### config.mk
export PLATFORM = sky130hd
export DESIGN_NAME = pkt_comm_top
export DESIGN_NICKNAME = d
export VERILOG_FILES = /design/src/pkt_comm_pkg.sv /design/src/ack_builder.sv /design/src/axis_byte_fifo.sv /design/src/pkt_comm_top.sv /design/src/pkt_header_parser.sv /design/src/word_to_byte_tx.sv
export SDC_FILE = /design/constraint.sdc
export NUM_CORES = 1
export LEC_CHECK = 0
export ABC_CLOCK_PERIOD_IN_PS = 6150
export BUFFER_PORTS_ARGS = -buffer_cell sky130_fd_sc_hd__buf_2
export CAP_MARGIN = 10
export CORE_UTILIZATION = 30
export DETAILED_ROUTE_END_ITERATION = 8
export SYNTH_ARGS = -nofsm -noshare
export SYNTH_HDL_FRONTEND = slang
export SYNTH_SLANG_ARGS = --single-unit
### constraint.sdc
create_clock -name CLK -period 6.15 [get_ports CLK]
set_input_delay 0.3075 -clock CLK [delete_from_list [all_inputs] [get_ports CLK]]
set_output_delay 0.3075 -clock CLK [all_outputs]
set_load 0.05 [all_outputs]
### src/pkt_comm_pkg.sv
/*
  Packet communication package
  Header layout constants, packet types and the structs passed between stages
*/
package pkt_comm_pkg;

  // Header format
  localparam logic [7:0] PKT_VERSION = 8'd2;
  localparam int         HDR_LEN     = 10;
  localparam int         PKT_MAX_LEN = 16 * 65536;

  // Input buffering
  localparam int FIFO_DEPTH = 64;
  localparam int FIFO_AW    = $clog2(FIFO_DEPTH);

  // Acknowledge record type byte
  localparam logic [7:0] ACK_TYPE = 8'h81;

  typedef enum logic [7:0] {
    WORD_LIST     = 8'd1,
    WORD_GEN      = 8'd2,
    CMP_CONFIG    = 8'd3,
    TEMPLATE_LIST = 8'd4
  } pkt_type_e;

  // One input byte with its tlast
  typedef struct packed {
    logic [7:0] data;
    logic       last;
  } byte_beat_t;

  // Payload byte with its packet context
  typedef struct packed {
    logic [7:0]  data;
    logic        last;
    logic [7:0]  ptype;
    logic [15:0] id;
    logic        len_err;
  } payload_t;

  typedef struct packed {
    logic ver_err;
    logic type_err;
    logic len_err;
    logic overflow;
  } status_t;

endpackage

### src/ack_builder.sv
/*
  Acknowledge builder
  Sums payload bytes and emits a three-word record per packet
*/
`timescale 1ns/1ps

module ack_builder (
  input  logic                   CLK,
  input  logic                   RSTN,
  input  pkt_comm_pkg::payload_t pay,
  input  logic                   pay_valid,
  output logic                   pay_ready,
  output logic [15:0]            word,
  output logic                   word_valid,
  output logic                   word_last,
  input  logic                   word_accept
);

  logic [15:0] sum;
  logic [15:0] sum_next;
  logic        take;

  // Held record
  logic        rec_valid;
  logic [1:0]  idx;
  logic [7:0]  rec_type;
  logic [15:0] rec_id;
  logic [15:0] rec_sum;

  // Only the closing beat has to wait for a free record slot
  assign pay_ready = ~(pay.last & rec_valid);
  assign take      = pay_valid & pay_ready;
  assign sum_next  = sum + {8'd0, pay.data};

  always_comb begin
    case (idx)
      2'd0:    word = {rec_type, pkt_comm_pkg::ACK_TYPE};
      2'd1:    word = rec_id;
      default: word = rec_sum;
    endcase
  end

  assign word_valid = rec_valid;
  assign word_last  = (idx == 2'd2);

  always_ff @(posedge CLK) begin
    if (take && pay.last) begin
      rec_type <= pay.ptype;
      rec_id   <= pay.id;
      rec_sum  <= {pay.len_err, sum_next[14:0]};
    end
  end

  always_ff @(posedge CLK or negedge RSTN) begin
    if (!RSTN) begin
      sum       <= '0;
      rec_valid <= 1'b0;
      idx       <= '0;
    end else begin
      if (take) begin
        sum <= pay.last ? 16'd0 : sum_next;
      end
      if (take && pay.last) begin
        rec_valid <= 1'b1;
        idx       <= '0;
      end else if (word_accept) begin
        if (word_last) begin
          rec_valid <= 1'b0;
          idx       <= '0;
        end else begin
          idx <= idx + 1'b1;
        end
      end
    end
  end

endmodule

### src/axis_byte_fifo.sv
/*
  Input byte FIFO
  Buffers stream bytes with tlast and drives ready from free space
*/
`timescale 1ns/1ps

module axis_byte_fifo (
  input  logic                     CLK,
  input  logic                     RSTN,
  input  logic [7:0]               s_tdata,
  input  logic                     s_tvalid,
  input  logic                     s_tlast,
  output logic                     s_tready,
  output pkt_comm_pkg::byte_beat_t beat,
  output logic                     beat_valid,
  input  logic                     pop
);

  pkt_comm_pkg::byte_beat_t         mem [pkt_comm_pkg::FIFO_DEPTH];
  logic [pkt_comm_pkg::FIFO_AW:0]   wr_ptr;
  logic [pkt_comm_pkg::FIFO_AW:0]   rd_ptr;
  logic                             full;

  // Wrap bits differ and index bits match when full
  assign full = (wr_ptr[pkt_comm_pkg::FIFO_AW] != rd_ptr[pkt_comm_pkg::FIFO_AW]) &&
                (wr_ptr[pkt_comm_pkg::FIFO_AW-1:0] == rd_ptr[pkt_comm_pkg::FIFO_AW-1:0]);

  assign s_tready   = ~full;
  assign beat_valid = (wr_ptr != rd_ptr);
  assign beat       = mem[rd_ptr[pkt_comm_pkg::FIFO_AW-1:0]];

  always_ff @(posedge CLK) begin
    if (s_tvalid && s_tready) begin
      mem[wr_ptr[pkt_comm_pkg::FIFO_AW-1:0]] <= '{data: s_tdata, last: s_tlast};
    end
  end

  always_ff @(posedge CLK or negedge RSTN) begin
    if (!RSTN) begin
      wr_ptr <= '0;
      rd_ptr <= '0;
    end else begin
      if (s_tvalid && s_tready) wr_ptr <= wr_ptr + 1'b1;
      if (pop && beat_valid)    rd_ptr <= rd_ptr + 1'b1;
    end
  end

endmodule

### src/pkt_comm_top.sv
/*
  Packet communication front end
  FIFO, header parser, acknowledge builder and serializer in one pipeline
*/
`timescale 1ns/1ps

module pkt_comm_top (
  input  logic                  CLK,
  input  logic                  RSTN,
  input  logic [7:0]            s_axis_tdata,
  input  logic                  s_axis_tvalid,
  output logic                  s_axis_tready,
  input  logic                  s_axis_tlast,
  output logic [7:0]            m_axis_tdata,
  output logic                  m_axis_tvalid,
  input  logic                  m_axis_tready,
  output logic                  m_axis_tlast,
  output pkt_comm_pkg::status_t pkt_status,
  output logic                  error,
  output logic                  idle
);

  pkt_comm_pkg::byte_beat_t beat;
  logic                     beat_valid;
  logic                     pop;
  pkt_comm_pkg::payload_t   pay;
  logic                     pay_valid;
  logic                     pay_ready;
  logic                     busy;
  logic [15:0]              word;
  logic                     word_valid;
  logic                     word_last;
  logic                     word_accept;

  axis_byte_fifo fifo_inst (
    .CLK        (CLK),
    .RSTN       (RSTN),
    .s_tdata    (s_axis_tdata),
    .s_tvalid   (s_axis_tvalid),
    .s_tlast    (s_axis_tlast),
    .s_tready   (s_axis_tready),
    .beat       (beat),
    .beat_valid (beat_valid),
    .pop        (pop)
  );

  pkt_header_parser parser_inst (
    .CLK        (CLK),
    .RSTN       (RSTN),
    .beat       (beat),
    .beat_valid (beat_valid),
    .pop        (pop),
    .pay        (pay),
    .pay_valid  (pay_valid),
    .pay_ready  (pay_ready),
    .status     (pkt_status),
    .busy       (busy)
  );

  ack_builder ack_inst (
    .CLK         (CLK),
    .RSTN        (RSTN),
    .pay         (pay),
    .pay_valid   (pay_valid),
    .pay_ready   (pay_ready),
    .word        (word),
    .word_valid  (word_valid),
    .word_last   (word_last),
    .word_accept (word_accept)
  );

  word_to_byte_tx tx_inst (
    .CLK         (CLK),
    .RSTN        (RSTN),
    .word        (word),
    .word_valid  (word_valid),
    .word_last   (word_last),
    .word_accept (word_accept),
    .m_tdata     (m_axis_tdata),
    .m_tvalid    (m_axis_tvalid),
    .m_tready    (m_axis_tready),
    .m_tlast     (m_axis_tlast)
  );

  // Sticky error cleared by reset only
  always_ff @(posedge CLK or negedge RSTN) begin
    if (!RSTN) begin
      error <= 1'b0;
    end else if (|pkt_status) begin
      error <= 1'b1;
    end
  end

  // Nothing arriving, buffered or in flight
  always_ff @(posedge CLK or negedge RSTN) begin
    if (!RSTN) begin
      idle <= 1'b1;
    end else begin
      idle <= ~s_axis_tvalid & ~beat_valid & ~busy & ~word_valid & ~m_axis_tvalid;
    end
  end

endmodule

### src/pkt_header_parser.sv
/*
  Packet header parser
  Checks the 10-byte header, frames the payload and discards bad packets
*/
`timescale 1ns/1ps

module pkt_header_parser (
  input  logic                     CLK,
  input  logic                     RSTN,
  input  pkt_comm_pkg::byte_beat_t beat,
  input  logic                     beat_valid,
  output logic                     pop,
  output pkt_comm_pkg::payload_t   pay,
  output logic                     pay_valid,
  input  logic                     pay_ready,
  output pkt_comm_pkg::status_t    status,
  output logic                     busy
);

  typedef enum logic [1:0] {
    HEADER,
    PAYLOAD,
    DISCARD
  } state_e;

  state_e      state;
  logic [3:0]  hdr_cnt;
  logic [23:0] remaining;

  // Header fields
  logic [7:0]  ver;
  logic [7:0]  ptype;
  logic [23:0] len;
  logic [15:0] id;

  logic        hdr_done;
  logic        ver_ok;
  logic        type_ok;
  logic        len_ok;
  logic        rem_one;

  assign hdr_done = (hdr_cnt == 4'(pkt_comm_pkg::HDR_LEN - 1));
  assign ver_ok   = (ver == pkt_comm_pkg::PKT_VERSION);
  assign type_ok  = (ptype == pkt_comm_pkg::WORD_LIST) || (ptype == pkt_comm_pkg::WORD_GEN) ||
                    (ptype == pkt_comm_pkg::CMP_CONFIG) || (ptype == pkt_comm_pkg::TEMPLATE_LIST);
  assign len_ok   = (len != 24'd0) && (len <= pkt_comm_pkg::PKT_MAX_LEN);
  assign rem_one  = (remaining == 24'd1);

  // Header and discard bytes never wait on the builder
  assign pop       = beat_valid && ((state != PAYLOAD) || pay_ready);
  assign pay_valid = beat_valid && (state == PAYLOAD);

  // Payload-last on tlast or on count end and flagged when they disagree
  assign pay.data    = beat.data;
  assign pay.last    = beat.last | rem_one;
  assign pay.ptype   = ptype;
  assign pay.id      = id;
  assign pay.len_err = beat.last ^ rem_one;

  assign busy = (state != HEADER) || (hdr_cnt != 4'd0);

  always_ff @(posedge CLK) begin
    if (pop && state == HEADER) begin
      case (hdr_cnt)
        4'd0: ver        <= beat.data;
        4'd1: ptype      <= beat.data;
        4'd4: len[7:0]   <= beat.data;
        4'd5: len[15:8]  <= beat.data;
        4'd6: len[23:16] <= beat.data;
        4'd8: id[7:0]    <= beat.data;
        4'd9: id[15:8]   <= beat.data;
        default: ;
      endcase
    end
  end

  always_ff @(posedge CLK or negedge RSTN) begin
    if (!RSTN) begin
      state     <= HEADER;
      hdr_cnt   <= '0;
      remaining <= '0;
      status    <= '0;
    end else if (pop) begin
      case (state)
        HEADER: begin
          if (beat.last) begin
            // Header cut short
            status.len_err <= 1'b1;
            hdr_cnt        <= '0;
          end else if (hdr_done) begin
            hdr_cnt <= '0;
            if (ver_ok && type_ok && len_ok) begin
              state     <= PAYLOAD;
              remaining <= len;
            end else begin
              state <= DISCARD;
              if (!ver_ok)  status.ver_err  <= 1'b1;
              if (!type_ok) status.type_err <= 1'b1;
              if (!len_ok)  status.len_err  <= 1'b1;
            end
          end else begin
            hdr_cnt <= hdr_cnt + 1'b1;
          end
        end
        PAYLOAD: begin
          remaining <= remaining - 1'b1;
          if (beat.last) begin
            state <= HEADER;
            if (!rem_one) status.len_err <= 1'b1;
          end else if (rem_one) begin
            // Packet runs past its declared length
            state           <= DISCARD;
            status.overflow <= 1'b1;
          end
        end
        DISCARD: begin
          if (beat.last) state <= HEADER;
        end
        default: state <= HEADER;
      endcase
    end
  end

endmodule

### src/word_to_byte_tx.sv
/*
  Word to byte serializer
  Sends each 16-bit word low byte first on the output stream
*/
`timescale 1ns/1ps

module word_to_byte_tx (
  input  logic        CLK,
  input  logic        RSTN,
  input  logic [15:0] word,
  input  logic        word_valid,
  input  logic        word_last,
  output logic        word_accept,
  output logic [7:0]  m_tdata,
  output logic        m_tvalid,
  input  logic        m_tready,
  output logic        m_tlast
);

  typedef enum logic {
    LO,
    HI
  } state_e;

  state_e      state;
  logic [15:0] shreg;
  logic        last_reg;
  logic        vld;

  // Load only once both bytes of the previous word are gone
  assign word_accept = (state == LO) && !vld && word_valid;

  assign m_tdata  = (state == LO) ? shreg[7:0] : shreg[15:8];
  assign m_tvalid = vld;
  assign m_tlast  = vld && (state == HI) && last_reg;

  always_ff @(posedge CLK) begin
    if (word_accept) begin
      shreg    <= word;
      last_reg <= word_last;
    end
  end

  always_ff @(posedge CLK or negedge RSTN) begin
    if (!RSTN) begin
      state <= LO;
      vld   <= 1'b0;
    end else begin
      case (state)
        LO: begin
          if (word_accept) vld <= 1'b1;
          if (vld && m_tready) state <= HI;
        end
        HI: begin
          if (vld && m_tready) begin
            vld   <= 1'b0;
            state <= LO;
          end
        end
        default: state <= LO;
      endcase
    end
  end

endmodule
==> results_tabular.tex, run 1 <==
\begin{tabular}{lr}
\hline
Metric & Value \\
\hline
\multicolumn{2}{l}{\textbf{Outcome}} \\
\quad Result of the run & completed \\
\multicolumn{2}{l}{\textbf{Power and ir drop}} \\
\quad Power per standard cell area & approximately 440 nW/um\^{}2 \\
\quad Worst IR Drop VDD & around 0.00022 V \\
\quad Total Power Consumption & between 15 and 20 mW \\
\quad Leakage component of the power & 11.1 nW \\
\multicolumn{2}{l}{\textbf{Setup path}} \\
\quad Register-to-Register Setup Slack & between 0.5 and 0.6 ns \\
\quad Worst setup SP type & flop \\
\quad Source of the critical timing path & fifo\_inst.rd\_ptr[0]\$\_DFFE\_PN0P\_ \\
\quad CP arrival & 6.02 ns \\
\quad CP required & about 6.6 ns \\
\quad Count of cells along the worst register-to-register path & 14 \\
\quad Reg-to-reg endpoint & parser\_inst.remaining[10]\$\_DFFE\_PN0P\_ \\
\quad Type of destination of the critical path & flop \\
\quad Worst setup path class & reg -> reg \\
\quad Largest driver fanout on the critical path & 19 \\
\quad Reg-to-reg critical path startpoint & fifo\_inst.rd\_ptr[0]\$\_DFFE\_PN0P\_ \\
\multicolumn{2}{l}{\textbf{Synth}} \\
\quad Synth Area in Simple Gates & 4.50\% \\
\quad Area fraction in compound gates after synthesis & 3.51\% \\
\quad Total number of yosys warnings & 0 \\
\quad XOR/XNOR Fraction of Synth Area & 0.929\% \\
\quad Post-synthesis cell type count & 59 \\
\quad Synth Cell Area & slightly above 30000 sq um \\
\quad Register area share after synthesis & about three quarters \\
\quad Number of flip-flops and latches in the synthesized netlist & about 760 \\
\quad Cells after Synth & 1569 \\
\quad Share of flip-flops with an asynchronous set or reset after synthesis & 9.22\% \\
\quad Number of enable flip-flop cells after synthesis & 689 \\
\quad Share of synthesized area spent on multiplexers & about 15\% \\
\quad Main combinational cell family by area after synthesis & multiplexers \\
\quad Most used DFF post-synth & edfxtp\_1 \\
\quad Post-Syn Area per Cell & just under 20 sq um \\
\quad Fraction of the mapped netlist area in adder cells & less than 1\% \\
\quad Synthesized netlist net count & between 1500 and 2000 \\
\multicolumn{2}{l}{\textbf{Die}} \\
\quad Core Region & 99000 sq um \\
\quad Area of the die & roughly 100000 sq um \\
\quad Die Y-Extent & 319 microns \\
\quad Initial standard-cell utilization of the core & a little under a third \\
\quad X dimension of the die & between 300 and 400 microns \\
\quad Placement row count & 115 \\
\quad Count of boundary I/O pins & 30 \\
\multicolumn{2}{l}{\textbf{CTS}} \\
\quad Maximum clock insertion buffer count & 3 \\
\quad H-tree depth & 3 \\
\quad CTS-repair resized insts & 0 \\
\quad Number of post-CTS setup repair buffers & 0 \\
\quad Clock transition time at the flip-flop clock pins of the worst setup and hold paths & 0.07 ns \\
\quad TritonCTS Buffers & 77 \\
\quad Clk Tree Root Cell & clkbuf\_16 \\
\quad CTS tree & done \\
\quad Clock Sink Count & 759 \\
\quad Worst-skew pair later-pin latency & 0.64 ns \\
\multicolumn{2}{l}{\textbf{Timing}} \\
\quad Final worst clock skew & 0.0392 ns \\
\quad Number of endpoints with negative hold slack in the final report & 0 \\
\quad Final period util & between 90\% and 100\% \\
\quad Worst relative slew slack & 18.6\% \\
\quad Final setup margin & $\sim$0.58 ns \\
\quad Total Neg Setup Slack & 0 ns \\
\quad Slew at the pin with the worst max-slew slack & 1.22 ns \\
\quad Highest achievable clock rate & roughly 0.18 GHz \\
\quad Number of pins with negative max-slew slack in the final report & 0 \\
\quad Min Clock Period, post-route & 5.57 ns \\
\quad RSZ-0062 raised after global routing & no \\
\quad Final count of negative-setup-slack endpoints & 0 \\
\multicolumn{2}{l}{\textbf{Place}} \\
\quad DP Area & 31900 sq um \\
\quad Post-placement setup slack & 0.694 ns \\
\quad Gpl congestion & just over 0.8 \\
\quad Number of I/O port buffers & 29 \\
\quad Post-detailed-placement half-perimeter wirelength & 41.7 mm \\
\multicolumn{2}{l}{\textbf{Global routing}} \\
\quad Global-route wire length before repair & 101 mm \\
\quad Number of antenna violations at the first check in global routing & 4 \\
\quad Total Routing Usage GR & a little over an eighth \\
\quad Via count of the first global-routing pass & around 15000 \\
\quad Largest net degree at the start of global routing & 65 \\
\quad Remaining global-route overflow & 0 \\
\multicolumn{2}{l}{\textbf{Route}} \\
\quad Uppermost layer routed & met5 \\
\quad Via density per instance & 5.05 \\
\quad Remaining number of nets flagged by the antenna check after routing & 0 \\
\quad Final routed wire length divided by cell count & 22.1 microns \\
\quad Detailed Route Iter0 Violations & 1459 \\
\quad Vias after detailed routing & 15063 \\
\quad Count of unresolved DRC violations after routing & 0 \\
\quad Routed Wire Length & 65.9 mm \\
\quad Total met2 wirelength after detailed routing & roughly 32 mm \\
\quad Metal-1 WL & around 29 mm \\
\quad Wire length on met3 & 3.40 mm \\
\quad Count of TritonRoute iterations in the first routing pass & 5 \\
\multicolumn{2}{l}{\textbf{Job}} \\
\quad Maximum capacitance violations & 0 \\
\multicolumn{2}{l}{\textbf{Final layout}} \\
\quad Area Growth Syn to Fin & 14.8\% \\
\quad Share of cells above drive strength 1 & 23.6\% \\
\quad Final instance area & 34600 sq um \\
\quad N\_diodes & 0 \\
\quad Number of flip-flops in the largest register & 576 \\
\quad Net count of the finished layout & between 1500 and 2000 \\
\quad Fillcell total & 9210 \\
\multicolumn{2}{l}{\textbf{Min path}} \\
\quad Hold/Removal Path Class & in -> async \\
\hline
\end{tabular}
==> cells in the mapped netlist, drive strengths merged (5+ instances only) <==
| master | instances | area, sq um |
|---|---|---|
| edfxtp | 689 | 20700 |
| mux4 | 185 | 4170 |
| nor2 | 126 | 473 |
| dfrtp | 69 | 1730 |
| clkbuf | 55 | 206 |
| nand2 | 55 | 206 |
| o21ai | 41 | 205 |
| buf | 27 | 131 |
| a21oi | 21 | 105 |
| nor4 | 21 | 146 |
| xnor2 | 21 | 184 |
| inv | 20 | 75.1 |
| nor3 | 19 | 95.1 |
| a31oi | 17 | 106 |
| nand3 | 16 | 80.1 |
| o22ai | 15 | 93.8 |
| mux2 | 14 | 158 |
| a22o | 13 | 114 |
| ha | 13 | 163 |
| mux2i | 12 | 120 |
| xor2 | 11 | 96.3 |
| a21o | 9 | 67.6 |
| and3 | 9 | 56.3 |
| nand4 | 9 | 56.3 |
| o31ai | 9 | 67.6 |
| or3 | 8 | 50.1 |
| nand3b | 7 | 52.6 |
| nand2b | 5 | 31.3 |
| nor2b | 5 | 31.3 |
==> where the power goes <==
group / internal [mW] / leakage (nW) / switching [mW]
logic: 1.78 / 2.68 / 2.37
registers: 6.14 / 7.12 / 0.309
clock network: 2.81 / 1.28 / 2.01
total: 10.7 / 11.1 / 4.69
==> cells in the final DEF, fill, tap and decap left out, types with 14 or more instances in the layout <==
| master | n |
|---|---|
| a21oi_1 | 21 |
| a31oi_1 | 17 |
| buf_2 | 28 |
| buf_4 | 31 |
| clkbuf_16 | 78 |
| dfrtp_1 | 66 |
| edfxtp_1 | 689 |
| inv_1 | 18 |
| mux2_2 | 14 |
| mux4_2 | 185 |
| nand2_1 | 55 |
| nand3_1 | 16 |
| nor2_1 | 125 |
| nor3_1 | 19 |
| nor4_1 | 20 |
| o21ai_0 | 38 |
| o22ai_1 | 15 |
| xnor2_1 | 21 |
==> metrics by stage <==
| stage | util, % | instances | hold slack (ns) |
|---|---|---|---|
| 3_3_place_gp | 32.3 | 2837 | 0.165 |
| 5_1_grt | 35.0 | 2981 | 0.0563 |
| 2_1_floorplan | - | 1569 | 0.0119 |
| 4_1_cts | 34.9 | 2978 | 0.0370 |
| 6_report | 35.0 | 2981 | 0.0603 |
| 3_5_place_dp | 32.3 | 2837 | 0.168 |
==> worst max-delay path by stage <==
stage	end	slack [ns]	cells past startpoint
floorplan	ack_inst.rec_id[0]$_DFFE_PN_	0.82	13
global placement	parser_inst.remaining[13]$_DFFE_PN0P_	0.87	15
detailed placement	parser_inst.remaining[17]$_DFFE_PN0P_	0.69	14
CTS	parser_inst.remaining[17]$_DFFE_PN0P_	0.68	14
global route	parser_inst.remaining[10]$_DFFE_PN0P_	0.27	14
finish	parser_inst.remaining[10]$_DFFE_PN0P_	0.58	14
==> cells by family after synthesis <==
family,count (synthesis)
xor+xnor,32
flops,759
compound gates,160
mux,211
buf+inv,102
simple gates,291
fa+ha+maj,14
==> critical path, stage by stage, from the launching register on <==
cell      delay, ns
dfrtp_4        0.68
buf_4          0.33
mux4_2         0.53
mux2_2         0.31
o31ai_1        0.27
o32ai_2        0.18
buf_4          0.24
inv_1          0.13
ha_1           0.31
nand2b_1       0.19
o21ai_0        0.09
a31oi_1        0.46
nand2_1        0.40
nor4_4         1.03
o22ai_1        0.22
==> timing repair <==
item,in CTS,in global routing
setup endpoints to repair,0,0
endpoints found under the hold margin,14,0
hold buffers,3,0
==> routing by layer <==
layer | global-route usage (%) | up-vias
met1 | 18.1 | 7975
met2 | 21.1 | 438
met3 | 2.27 | 106
met4 | 3.39 | 6
met5 | 0 | -
li1 | - | 6538
==> layout make-up <==
type / instances / area, sq um / share of cell area, %
timing repair buffer: 69 / 538 / 1.55
sequential: 759 / 22500 / 64.8
clock inverter: 42 / 566 / 1.63
tap: 1287 / 1610 / 4.65
multi-input combinational: 708 / 7340 / 21.2
clock buffer: 96 / 2070 / 5.97
inverter: 20 / 75.1 / 0.217
No activity file was read; power rests on OpenSTA's default activity.
==> inputs of run 2 (changes only) <==
Settings changed: CORE_UTILIZATION 30 to 35.
==> run 2 against run 1 <==
Compared with the run above: cell count down 4.7%; sequential power hardly changed; utilization grew 5.2 points; highest routed layer unchanged; largest cell class unchanged; first-iteration DRC count down 5.0%; non-clock buffer count up 3; wire length up 0.70%; setup slack gained 0.27 ns; register-to-register slack improved by 0.27 ns; critical path depth increased by 1; largest power group unchanged.
==> results_tabular.tex, run 2 (synthesis gave the netlist of run 1 again) <==
\begin{tabular}{lr}
\hline
Metric & Value \\
\hline
\multicolumn{2}{l}{\textbf{CTS}} \\
\quad Clock transition time at the flip-flop clock pins of the worst setup and hold paths & roughly 0.06 ns \\
\quad CTS tree & done \\
\quad Clk Tree Root Cell & clkbuf\_16 \\
\quad Clock Sink Count & 759 \\
\quad Worst-skew pair later-pin latency & approximately 0.63 ns \\
\quad Maximum clock insertion buffer count & 3 \\
\quad TritonCTS Buffers & 78 \\
\quad CTS-repair resized insts & 0 \\
\quad H-tree depth & 3 \\
\multicolumn{2}{l}{\textbf{Setup path}} \\
\quad Worst setup path class & reg -> reg \\
\quad Register-to-Register Setup Slack & 0.85 ns \\
\quad Cell with the largest stage delay on the worst path & dfrtp\_4 \\
\quad CP dominant cell by count & buf\_4 \\
\quad Crit path cell chain & buf\_12, mux4\_2, mux4\_2, o2bb2ai\_1, o32ai\_2, buf\_4, inv\_1, ha\_1, nand2b\_1, o21ai\_0, a31oi\_1, nand2\_1, buf\_4, nor2\_4, buf\_4 \\
\quad Reg-to-reg endpoint & ack\_inst.rec\_id[14]\$\_DFFE\_PN\_ \\
\quad Type of destination of the critical path & flop \\
\quad Count of buffering cells on the critical path with inverters included & 5 \\
\quad Category of cells accounting for the largest share of critical-path delay & buffers and inverters \\
\quad Worst setup SP type & flop \\
\quad CP arrival & 5.55 ns \\
\quad Count of cells along the worst register-to-register path & 15 \\
\quad Largest driver fanout on the critical path & 43 \\
\quad CP required & $\sim$6.4 ns \\
\quad Largest stage delay on the critical path & between 0.7 and 0.8 ns \\
\quad Reg-to-reg critical path startpoint & fifo\_inst.rd\_ptr[0]\$\_DFFE\_PN0P\_ \\
\multicolumn{2}{l}{\textbf{Final layout}} \\
\quad Net count of the finished layout & 1666 \\
\quad Multi-input gate area in the final layout & 7340 sq um \\
\quad Fillcell total & 7574 \\
\quad Area Growth Syn to Fin & 13.7\% \\
\quad Final instance area & about 34000 sq um \\
\quad Commonest non-fill, non-tap cell in the layout & edfxtp\_1 \\
\quad Fraction of the core area covered by cells at the end of the flow & 40.2\% \\
\quad Leading cell types in the layout, fill and taps excluded & edfxtp\_1, mux4\_2, nor2\_1 \\
\quad N\_diodes & 0 \\
\quad Number of flip-flops in the largest register & $\sim$580 \\
\quad Sequential cell area in the final layout & 22500 sq um \\
\quad Share of cells above drive strength 1 & between 20\% and 30\% \\
\multicolumn{2}{l}{\textbf{Die}} \\
\quad X dimension of the die & approximately 300 microns \\
\quad Initial standard-cell utilization of the core & 35.4\% \\
\quad Core Region & 85300 sq um \\
\quad Die Y-Extent & 296 microns \\
\quad Area of the die & 87400 sq um \\
\quad Placement row count & 107 \\
\quad Count of boundary I/O pins & 30 \\
\multicolumn{2}{l}{\textbf{Timing}} \\
\quad Minimum hold slack & 0.0776 ns \\
\quad Highest achievable clock rate & 0.189 GHz \\
\quad Final worst clock skew & 0.0262 ns \\
\quad Slew at the pin with the worst max-slew slack & between 1 and 1.5 ns \\
\quad Number of pins with negative max-slew slack in the final report & 0 \\
\quad Total Neg Setup Slack & 0 ns \\
\quad Min Clock Period, post-route & 5.30 ns \\
\quad Final period util & 86.2\% \\
\quad Worst relative slew slack & 17.6\% \\
\quad Final count of negative-setup-slack endpoints & 0 \\
\quad RSZ-0062 raised after global routing & no \\
\quad Number of endpoints with negative hold slack in the final report & 0 \\
\multicolumn{2}{l}{\textbf{Power and ir drop}} \\
\quad Power per standard cell area & 443 nW/um\^{}2 \\
\quad Leakage component of the power & approximately 11 nW \\
\quad Power share of the sequential group & 42.4\% \\
\quad Switching power & 4.59 mW \\
\quad Switch share & 30.2\% \\
\quad Cell-internal power & roughly 11 mW \\
\quad Clock network fraction of design power & between 30\% and 40\% \\
\quad Worst IR Drop VDD & 0.000301 V \\
\quad Portion of total power attributed to combinational logic & 27.3\% \\
\multicolumn{2}{l}{\textbf{Global routing}} \\
\quad Via count of the first global-routing pass & around 15000 \\
\quad Global-route wire length before repair & 100 mm \\
\quad Largest net degree at the start of global routing & 65 \\
\quad Total Routing Usage GR & 15.4\% \\
\quad Number of antenna violations at the first check in global routing & 4 \\
\quad Remaining global-route overflow & 0 \\
\multicolumn{2}{l}{\textbf{Route}} \\
\quad Count of TritonRoute iterations in the first routing pass & 7 \\
\quad Detailed Route Iter0 Violations & about 1400 \\
\quad Routed Wire Length & between 60 and 70 mm \\
\quad Remaining number of nets flagged by the antenna check after routing & 0 \\
\quad Count of unresolved DRC violations after routing & 0 \\
\quad Vias after detailed routing & 15063 \\
\quad Final routed wire length divided by cell count & 23.3 microns \\
\quad Via density per instance & 5.30 \\
\multicolumn{2}{l}{\textbf{Outcome}} \\
\quad Result of the run & completed \\
\multicolumn{2}{l}{\textbf{Place}} \\
\quad Gpl congestion & 0.823 \\
\quad DP Area & 31800 sq um \\
\quad Number of I/O port buffers & 29 \\
\quad Post-detailed-placement half-perimeter wirelength & approximately 42 mm \\
\multicolumn{2}{l}{\textbf{Min path}} \\
\quad Hold/Removal Path Class & in -> async \\
\multicolumn{2}{l}{\textbf{Job}} \\
\quad Maximum capacitance violations & 0 \\
\hline
\end{tabular}
[run 2: cell types whose count changed in the layout (fill, tap and decap cells not counted), sizes merged]
cell / delta
inv: -3
clkbuf: +4
bufinv: -2
clkinvlp: +1
buf: +3
clkinv: +1
[run 2: cell type report]
type	instances	share of cell area, %
flip-flops and latches	759	65.4
multi-input cells	708	21.4
clock buffers	100	6.02
well taps	1144	4.17
repair buffers	72	1.61
clock inverters	39	1.15
inverters	20	0.219
[run 2: worst reg2reg max path, stage by stage (launching register included)]
cell,delay (ns)
dfrtp_4,0.73
buf_12,0.32
mux4_2,0.52
mux4_2,0.47
o2bb2ai_1,0.30
o32ai_2,0.15
buf_4,0.23
inv_1,0.14
ha_1,0.30
nand2b_1,0.18
o21ai_0,0.09
a31oi_1,0.53
nand2_1,0.15
buf_4,0.25
nor2_4,0.10
buf_4,0.44
[run 2: what timing repair did]
item / CTS / global route
buffers inserted: 0 / 0
hold endpoints to repair: 13 / 0
hold buffers: 3 / 0
[run 2: through the flow]
step	power (mW)	setup slack, ns	cells
after detailed placement	10.8	0.856	2700
after global placement	10.7	0.942	2700
final	15.2	0.850	2842
after CTS	15.4	0.832	2842
after floorplan	9.18	0.818	1569
after global routing	15.8	0.540	2842
[run 2: power groups by stage]
stage | registers, mW | clock network [mW] | logic (mW)
2_1_floorplan | 6.33 | 0 | 2.85
3_3_place_gp | 6.53 | 0 | 4.18
3_5_place_dp | 6.56 | 0 | 4.20
4_1_cts | 6.45 | 4.69 | 4.23
5_1_grt | 6.49 | 4.88 | 4.41
6_report | 6.45 | 4.61 | 4.15
[run 2: worst max-delay path by stage]
stage | from | endpoint | slack (ns) | cells after the start
2_1_floorplan | fifo_inst.rd_ptr[0]$_DFFE_PN0P_ | ack_inst.rec_id[0]$_DFFE_PN_ | 0.82 | 13
3_3_place_gp | fifo_inst.rd_ptr[0]$_DFFE_PN0P_ | ack_inst.rec_id[14]$_DFFE_PN_ | 0.94 | 15
3_5_place_dp | fifo_inst.rd_ptr[0]$_DFFE_PN0P_ | ack_inst.rec_type[6]$_DFFE_PN_ | 0.86 | 15
4_1_cts | fifo_inst.rd_ptr[0]$_DFFE_PN0P_ | ack_inst.rec_sum[13]$_DFFE_PN_ | 0.83 | 15
5_1_grt | fifo_inst.rd_ptr[0]$_DFFE_PN0P_ | ack_inst.rec_id[13]$_DFFE_PN_ | 0.54 | 15
6_report | fifo_inst.rd_ptr[0]$_DFFE_PN0P_ | ack_inst.rec_id[14]$_DFFE_PN_ | 0.85 | 15
[run 2: layer usage]
layer  vias up  global-route usage [%]  wire length [microns]
met5         -                       0                     23
met4         4                    3.49                   1210
met3        99                    2.84                   3560
met2       446                    25.8                  33100
met1      7976                    21.0                  28400
li1       6538                       -                      -
==> inputs of run 3 (changes only) <==
Settings changed: CELL_PAD_IN_SITES_DETAIL_PLACEMENT set to 1, CELL_PAD_IN_SITES_GLOBAL_PLACEMENT set to 1, CORE_UTILIZATION 35 to 45, PLACE_DENSITY set to 0.68.
==> run 3 against run 2 <==
Compared with the run above: register-to-register slack better by 0.20 ns; non-clock buffer count down 3; highest routed layer is now met4; combinational power barely moved; largest cell class unchanged; sequential power about the same; the flow now finishes with violations (design-rule violations); cell count is 9.7% lower; critical path depth is the same; power is 0.20% higher; clock power barely moved; clock skew is 0.014 ns higher; design area down 1.0%.
==> results_tabular.tex, run 3 (synthesis gave the netlist of run 1 again) <==
\begin{tabular}{lr}
\hline
Metric & Value \\
\hline
\multicolumn{2}{l}{\textbf{Outcome}} \\
\quad Result of the run & finished, violations left \\
\quad Violated checks & design-rule violations \\
\multicolumn{2}{l}{\textbf{Setup path}} \\
\quad Count of buffering cells on the critical path with inverters included & 5 \\
\quad Largest stage delay on the critical path & 0.64 ns \\
\quad Type of destination of the critical path & flop \\
\quad Crit path cell chain & buf\_12, mux4\_2, nor2b\_1, a2111oi\_0, o32ai\_2, buf\_4, inv\_1, ha\_1, nand2b\_1, o21ai\_0, a31oi\_1, buf\_4, nand2\_1, nor4\_1, buf\_4 \\
\quad CP required & about 6.5 ns \\
\quad Worst setup SP type & flop \\
\quad Category of cells accounting for the largest share of critical-path delay & simple AND/OR/NAND/NOR gates \\
\quad Cell with the largest stage delay on the worst path & nor4\_1 \\
\quad CP arrival & about 5.4 ns \\
\quad Largest driver fanout on the critical path & 32 \\
\quad CP dominant cell by count & buf\_4 \\
\quad Worst setup path class & reg -> reg \\
\multicolumn{2}{l}{\textbf{CTS}} \\
\quad Clk Tree Root Cell & clkbuf\_16 \\
\quad CTS tree & done \\
\quad TritonCTS Buffers & 80 \\
\quad Clock transition time at the flip-flop clock pins of the worst setup and hold paths & $\sim$0.060 ns \\
\quad Worst-skew pair later-pin latency & 0.63 ns \\
\quad Clock Sink Count & 759 \\
\quad CTS-repair resized insts & 0 \\
\quad Maximum clock insertion buffer count & 3 \\
\quad H-tree depth & 3 \\
\multicolumn{2}{l}{\textbf{Timing}} \\
\quad Final worst clock skew & 0.0406 ns \\
\quad RSZ-0062 raised after global routing & no \\
\quad Final period util & just over 80\% \\
\quad Number of pins with negative max-slew slack in the final report & 0 \\
\quad Number of endpoints with negative hold slack in the final report & 0 \\
\quad Final count of negative-setup-slack endpoints & 0 \\
\quad Worst relative slew slack & 17.4\% \\
\quad Highest achievable clock rate & 0.196 GHz \\
\quad Min Clock Period, post-route & 5.10 ns \\
\quad Final setup margin & 1.05 ns \\
\quad Total Neg Setup Slack & 0 ns \\
\quad Minimum hold slack & 0.187 ns \\
\quad Slew at the pin with the worst max-slew slack & approximately 1.2 ns \\
\multicolumn{2}{l}{\textbf{Place}} \\
\quad Number of instances in the placed design & $\sim$2400 \\
\quad Post-placement setup slack & 1.09 ns \\
\quad Gpl congestion & 0.813 \\
\quad DP Area & around 31000 sq um \\
\quad Number of I/O port buffers & 29 \\
\quad Post-detailed-placement half-perimeter wirelength & around 45 mm \\
\multicolumn{2}{l}{\textbf{Final layout}} \\
\quad Net count of the finished layout & roughly 1700 \\
\quad Leading cell types in the layout, fill and taps excluded & edfxtp\_1, mux4\_2, nor2\_1 \\
\quad Share of cells above drive strength 1 & 23.0\% \\
\quad Final instance area & approximately 34000 sq um \\
\quad Post-layout instance count excluding filler cells & 2566 \\
\quad Area Growth Syn to Fin & 12.5\% \\
\quad N\_diodes & 0 \\
\quad Commonest non-fill, non-tap cell in the layout & edfxtp\_1 \\
\quad Number of flip-flops in the largest register & $\sim$580 \\
\quad Fraction of the core area covered by cells at the end of the flow & 51.4\% \\
\multicolumn{2}{l}{\textbf{Route}} \\
\quad Final routed wire length divided by cell count & 26.8 microns \\
\quad Via density per instance & 5.89 \\
\quad Count of unresolved DRC violations after routing & 2 \\
\quad Routed Wire Length & 68.7 mm \\
\quad Remaining number of nets flagged by the antenna check after routing & 0 \\
\quad Detailed Route Iter0 Violations & 1220 \\
\quad Vias after detailed routing & 15103 \\
\quad Count of TritonRoute iterations in the first routing pass & 8 \\
\multicolumn{2}{l}{\textbf{Die}} \\
\quad Placement row count & 94 \\
\quad Count of boundary I/O pins & 30 \\
\quad Initial standard-cell utilization of the core & 45.7\% \\
\quad Core Region & 66100 sq um \\
\quad Die Y-Extent & roughly 260 microns \\
\quad Area of the die & 68100 sq um \\
\quad X dimension of the die & 261 microns \\
\multicolumn{2}{l}{\textbf{Min path}} \\
\quad Hold/Removal Path Class & in -> async \\
\multicolumn{2}{l}{\textbf{Global routing}} \\
\quad Largest net degree at the start of global routing & 65 \\
\quad Global-route wire length before repair & slightly above 100 mm \\
\quad Number of antenna violations at the first check in global routing & 1 \\
\quad Remaining global-route overflow & 0 \\
\quad Via count of the first global-routing pass & between 15000 and 20000 \\
\quad Total Routing Usage GR & around a fifth \\
\multicolumn{2}{l}{\textbf{Power and ir drop}} \\
\quad Total Power Consumption & about 15 mW \\
\quad Worst IR Drop VDD & 0.000292 V \\
\quad Leakage component of the power & 11.0 nW \\
\quad Power per standard cell area & about 450 nW/um\^{}2 \\
\multicolumn{2}{l}{\textbf{Job}} \\
\quad Maximum capacitance violations & 0 \\
\hline
\end{tabular}
run 3: cell types whose count changed in the layout (fill, tap and decap cells not counted), sizes merged:
cell	change
buf	-4
clkinvlp	+1
inv	+1
clkbuf	+1
bufinv	-2
clkinv	+7
run 3: area by class of cell:
cell class                      count  area (sq um)
Clock buffer                      100          2100
Clock inverter                     46           405
Fill cell                        5936         32100
Inverter                           20          75.1
Multi-Input combinational cell    708          7340
Sequential cell                   759         22500
Tap cell                          864          1080
Timing Repair Buffer               69           515
run 3: timing repair:
| action | 4_1_cts | 5_1_grt |
|---|---|---|
| endpoints found under the hold margin | 30 | 0 |
| buffers inserted | 0 | 0 |
| hold buffers | 3 | 0 |
run 3: power breakdown:
group / switching, mW / internal (mW) / leakage (nW)
registers: 0.310 / 6.14 / 7.12
clock network: 1.98 / 2.65 / 1.21
logic: 2.38 / 1.78 / 2.67
total: 4.67 / 10.6 / 11.0
run 3: worst paths after layout:
path,start,end,slack [ns],depth (start not counted)
worst max-delay path,fifo_inst.rd_ptr[0]$_DFFE_PN0P_,parser_inst.len[18]$_DFFE_PP_,1.05,15
worst min register to register,parser_inst.id[10]$_DFFE_PP_,ack_inst.rec_id[10]$_DFFE_PN_,0.42,0
max in group asynchronous,RSTN,parser_inst.status[2]$_DFFE_PN0P_,4.97,3
worst max register to register,fifo_inst.rd_ptr[0]$_DFFE_PN0P_,parser_inst.len[18]$_DFFE_PP_,1.05,15
min in group CLK,s_axis_tdata[7],fifo_inst.mem[29][8]$_DFFE_PP_,0.26,1
worst min-delay path,RSTN,ack_inst.sum[7]$_DFFE_PN0N_,0.19,2
run 3: worst reg2reg max path: stages (launching register included):
cell and delay (ns):
dfrtp_4 0.49, buf_12 0.27, mux4_2 0.57, nor2b_1 0.15, a2111oi_0 0.60, o32ai_2 0.20, buf_4 0.24, inv_1 0.16
ha_1 0.32, nand2b_1 0.21, o21ai_0 0.10, a31oi_1 0.16, buf_4 0.17, nand2_1 0.29, nor4_1 0.64, buf_4 0.26
run 3: routing by layer:
layer / track usage [%] / vias to the layer above / part of all wire, %
li1: - / 6533 / -
met1: 27.9 / 8100 / 43
met2: 35.0 / 359 / 51
met3: 3.14 / 111 / 3.9
met4: 6.25 / 0 / 2.5
met5: 0 / - / 0
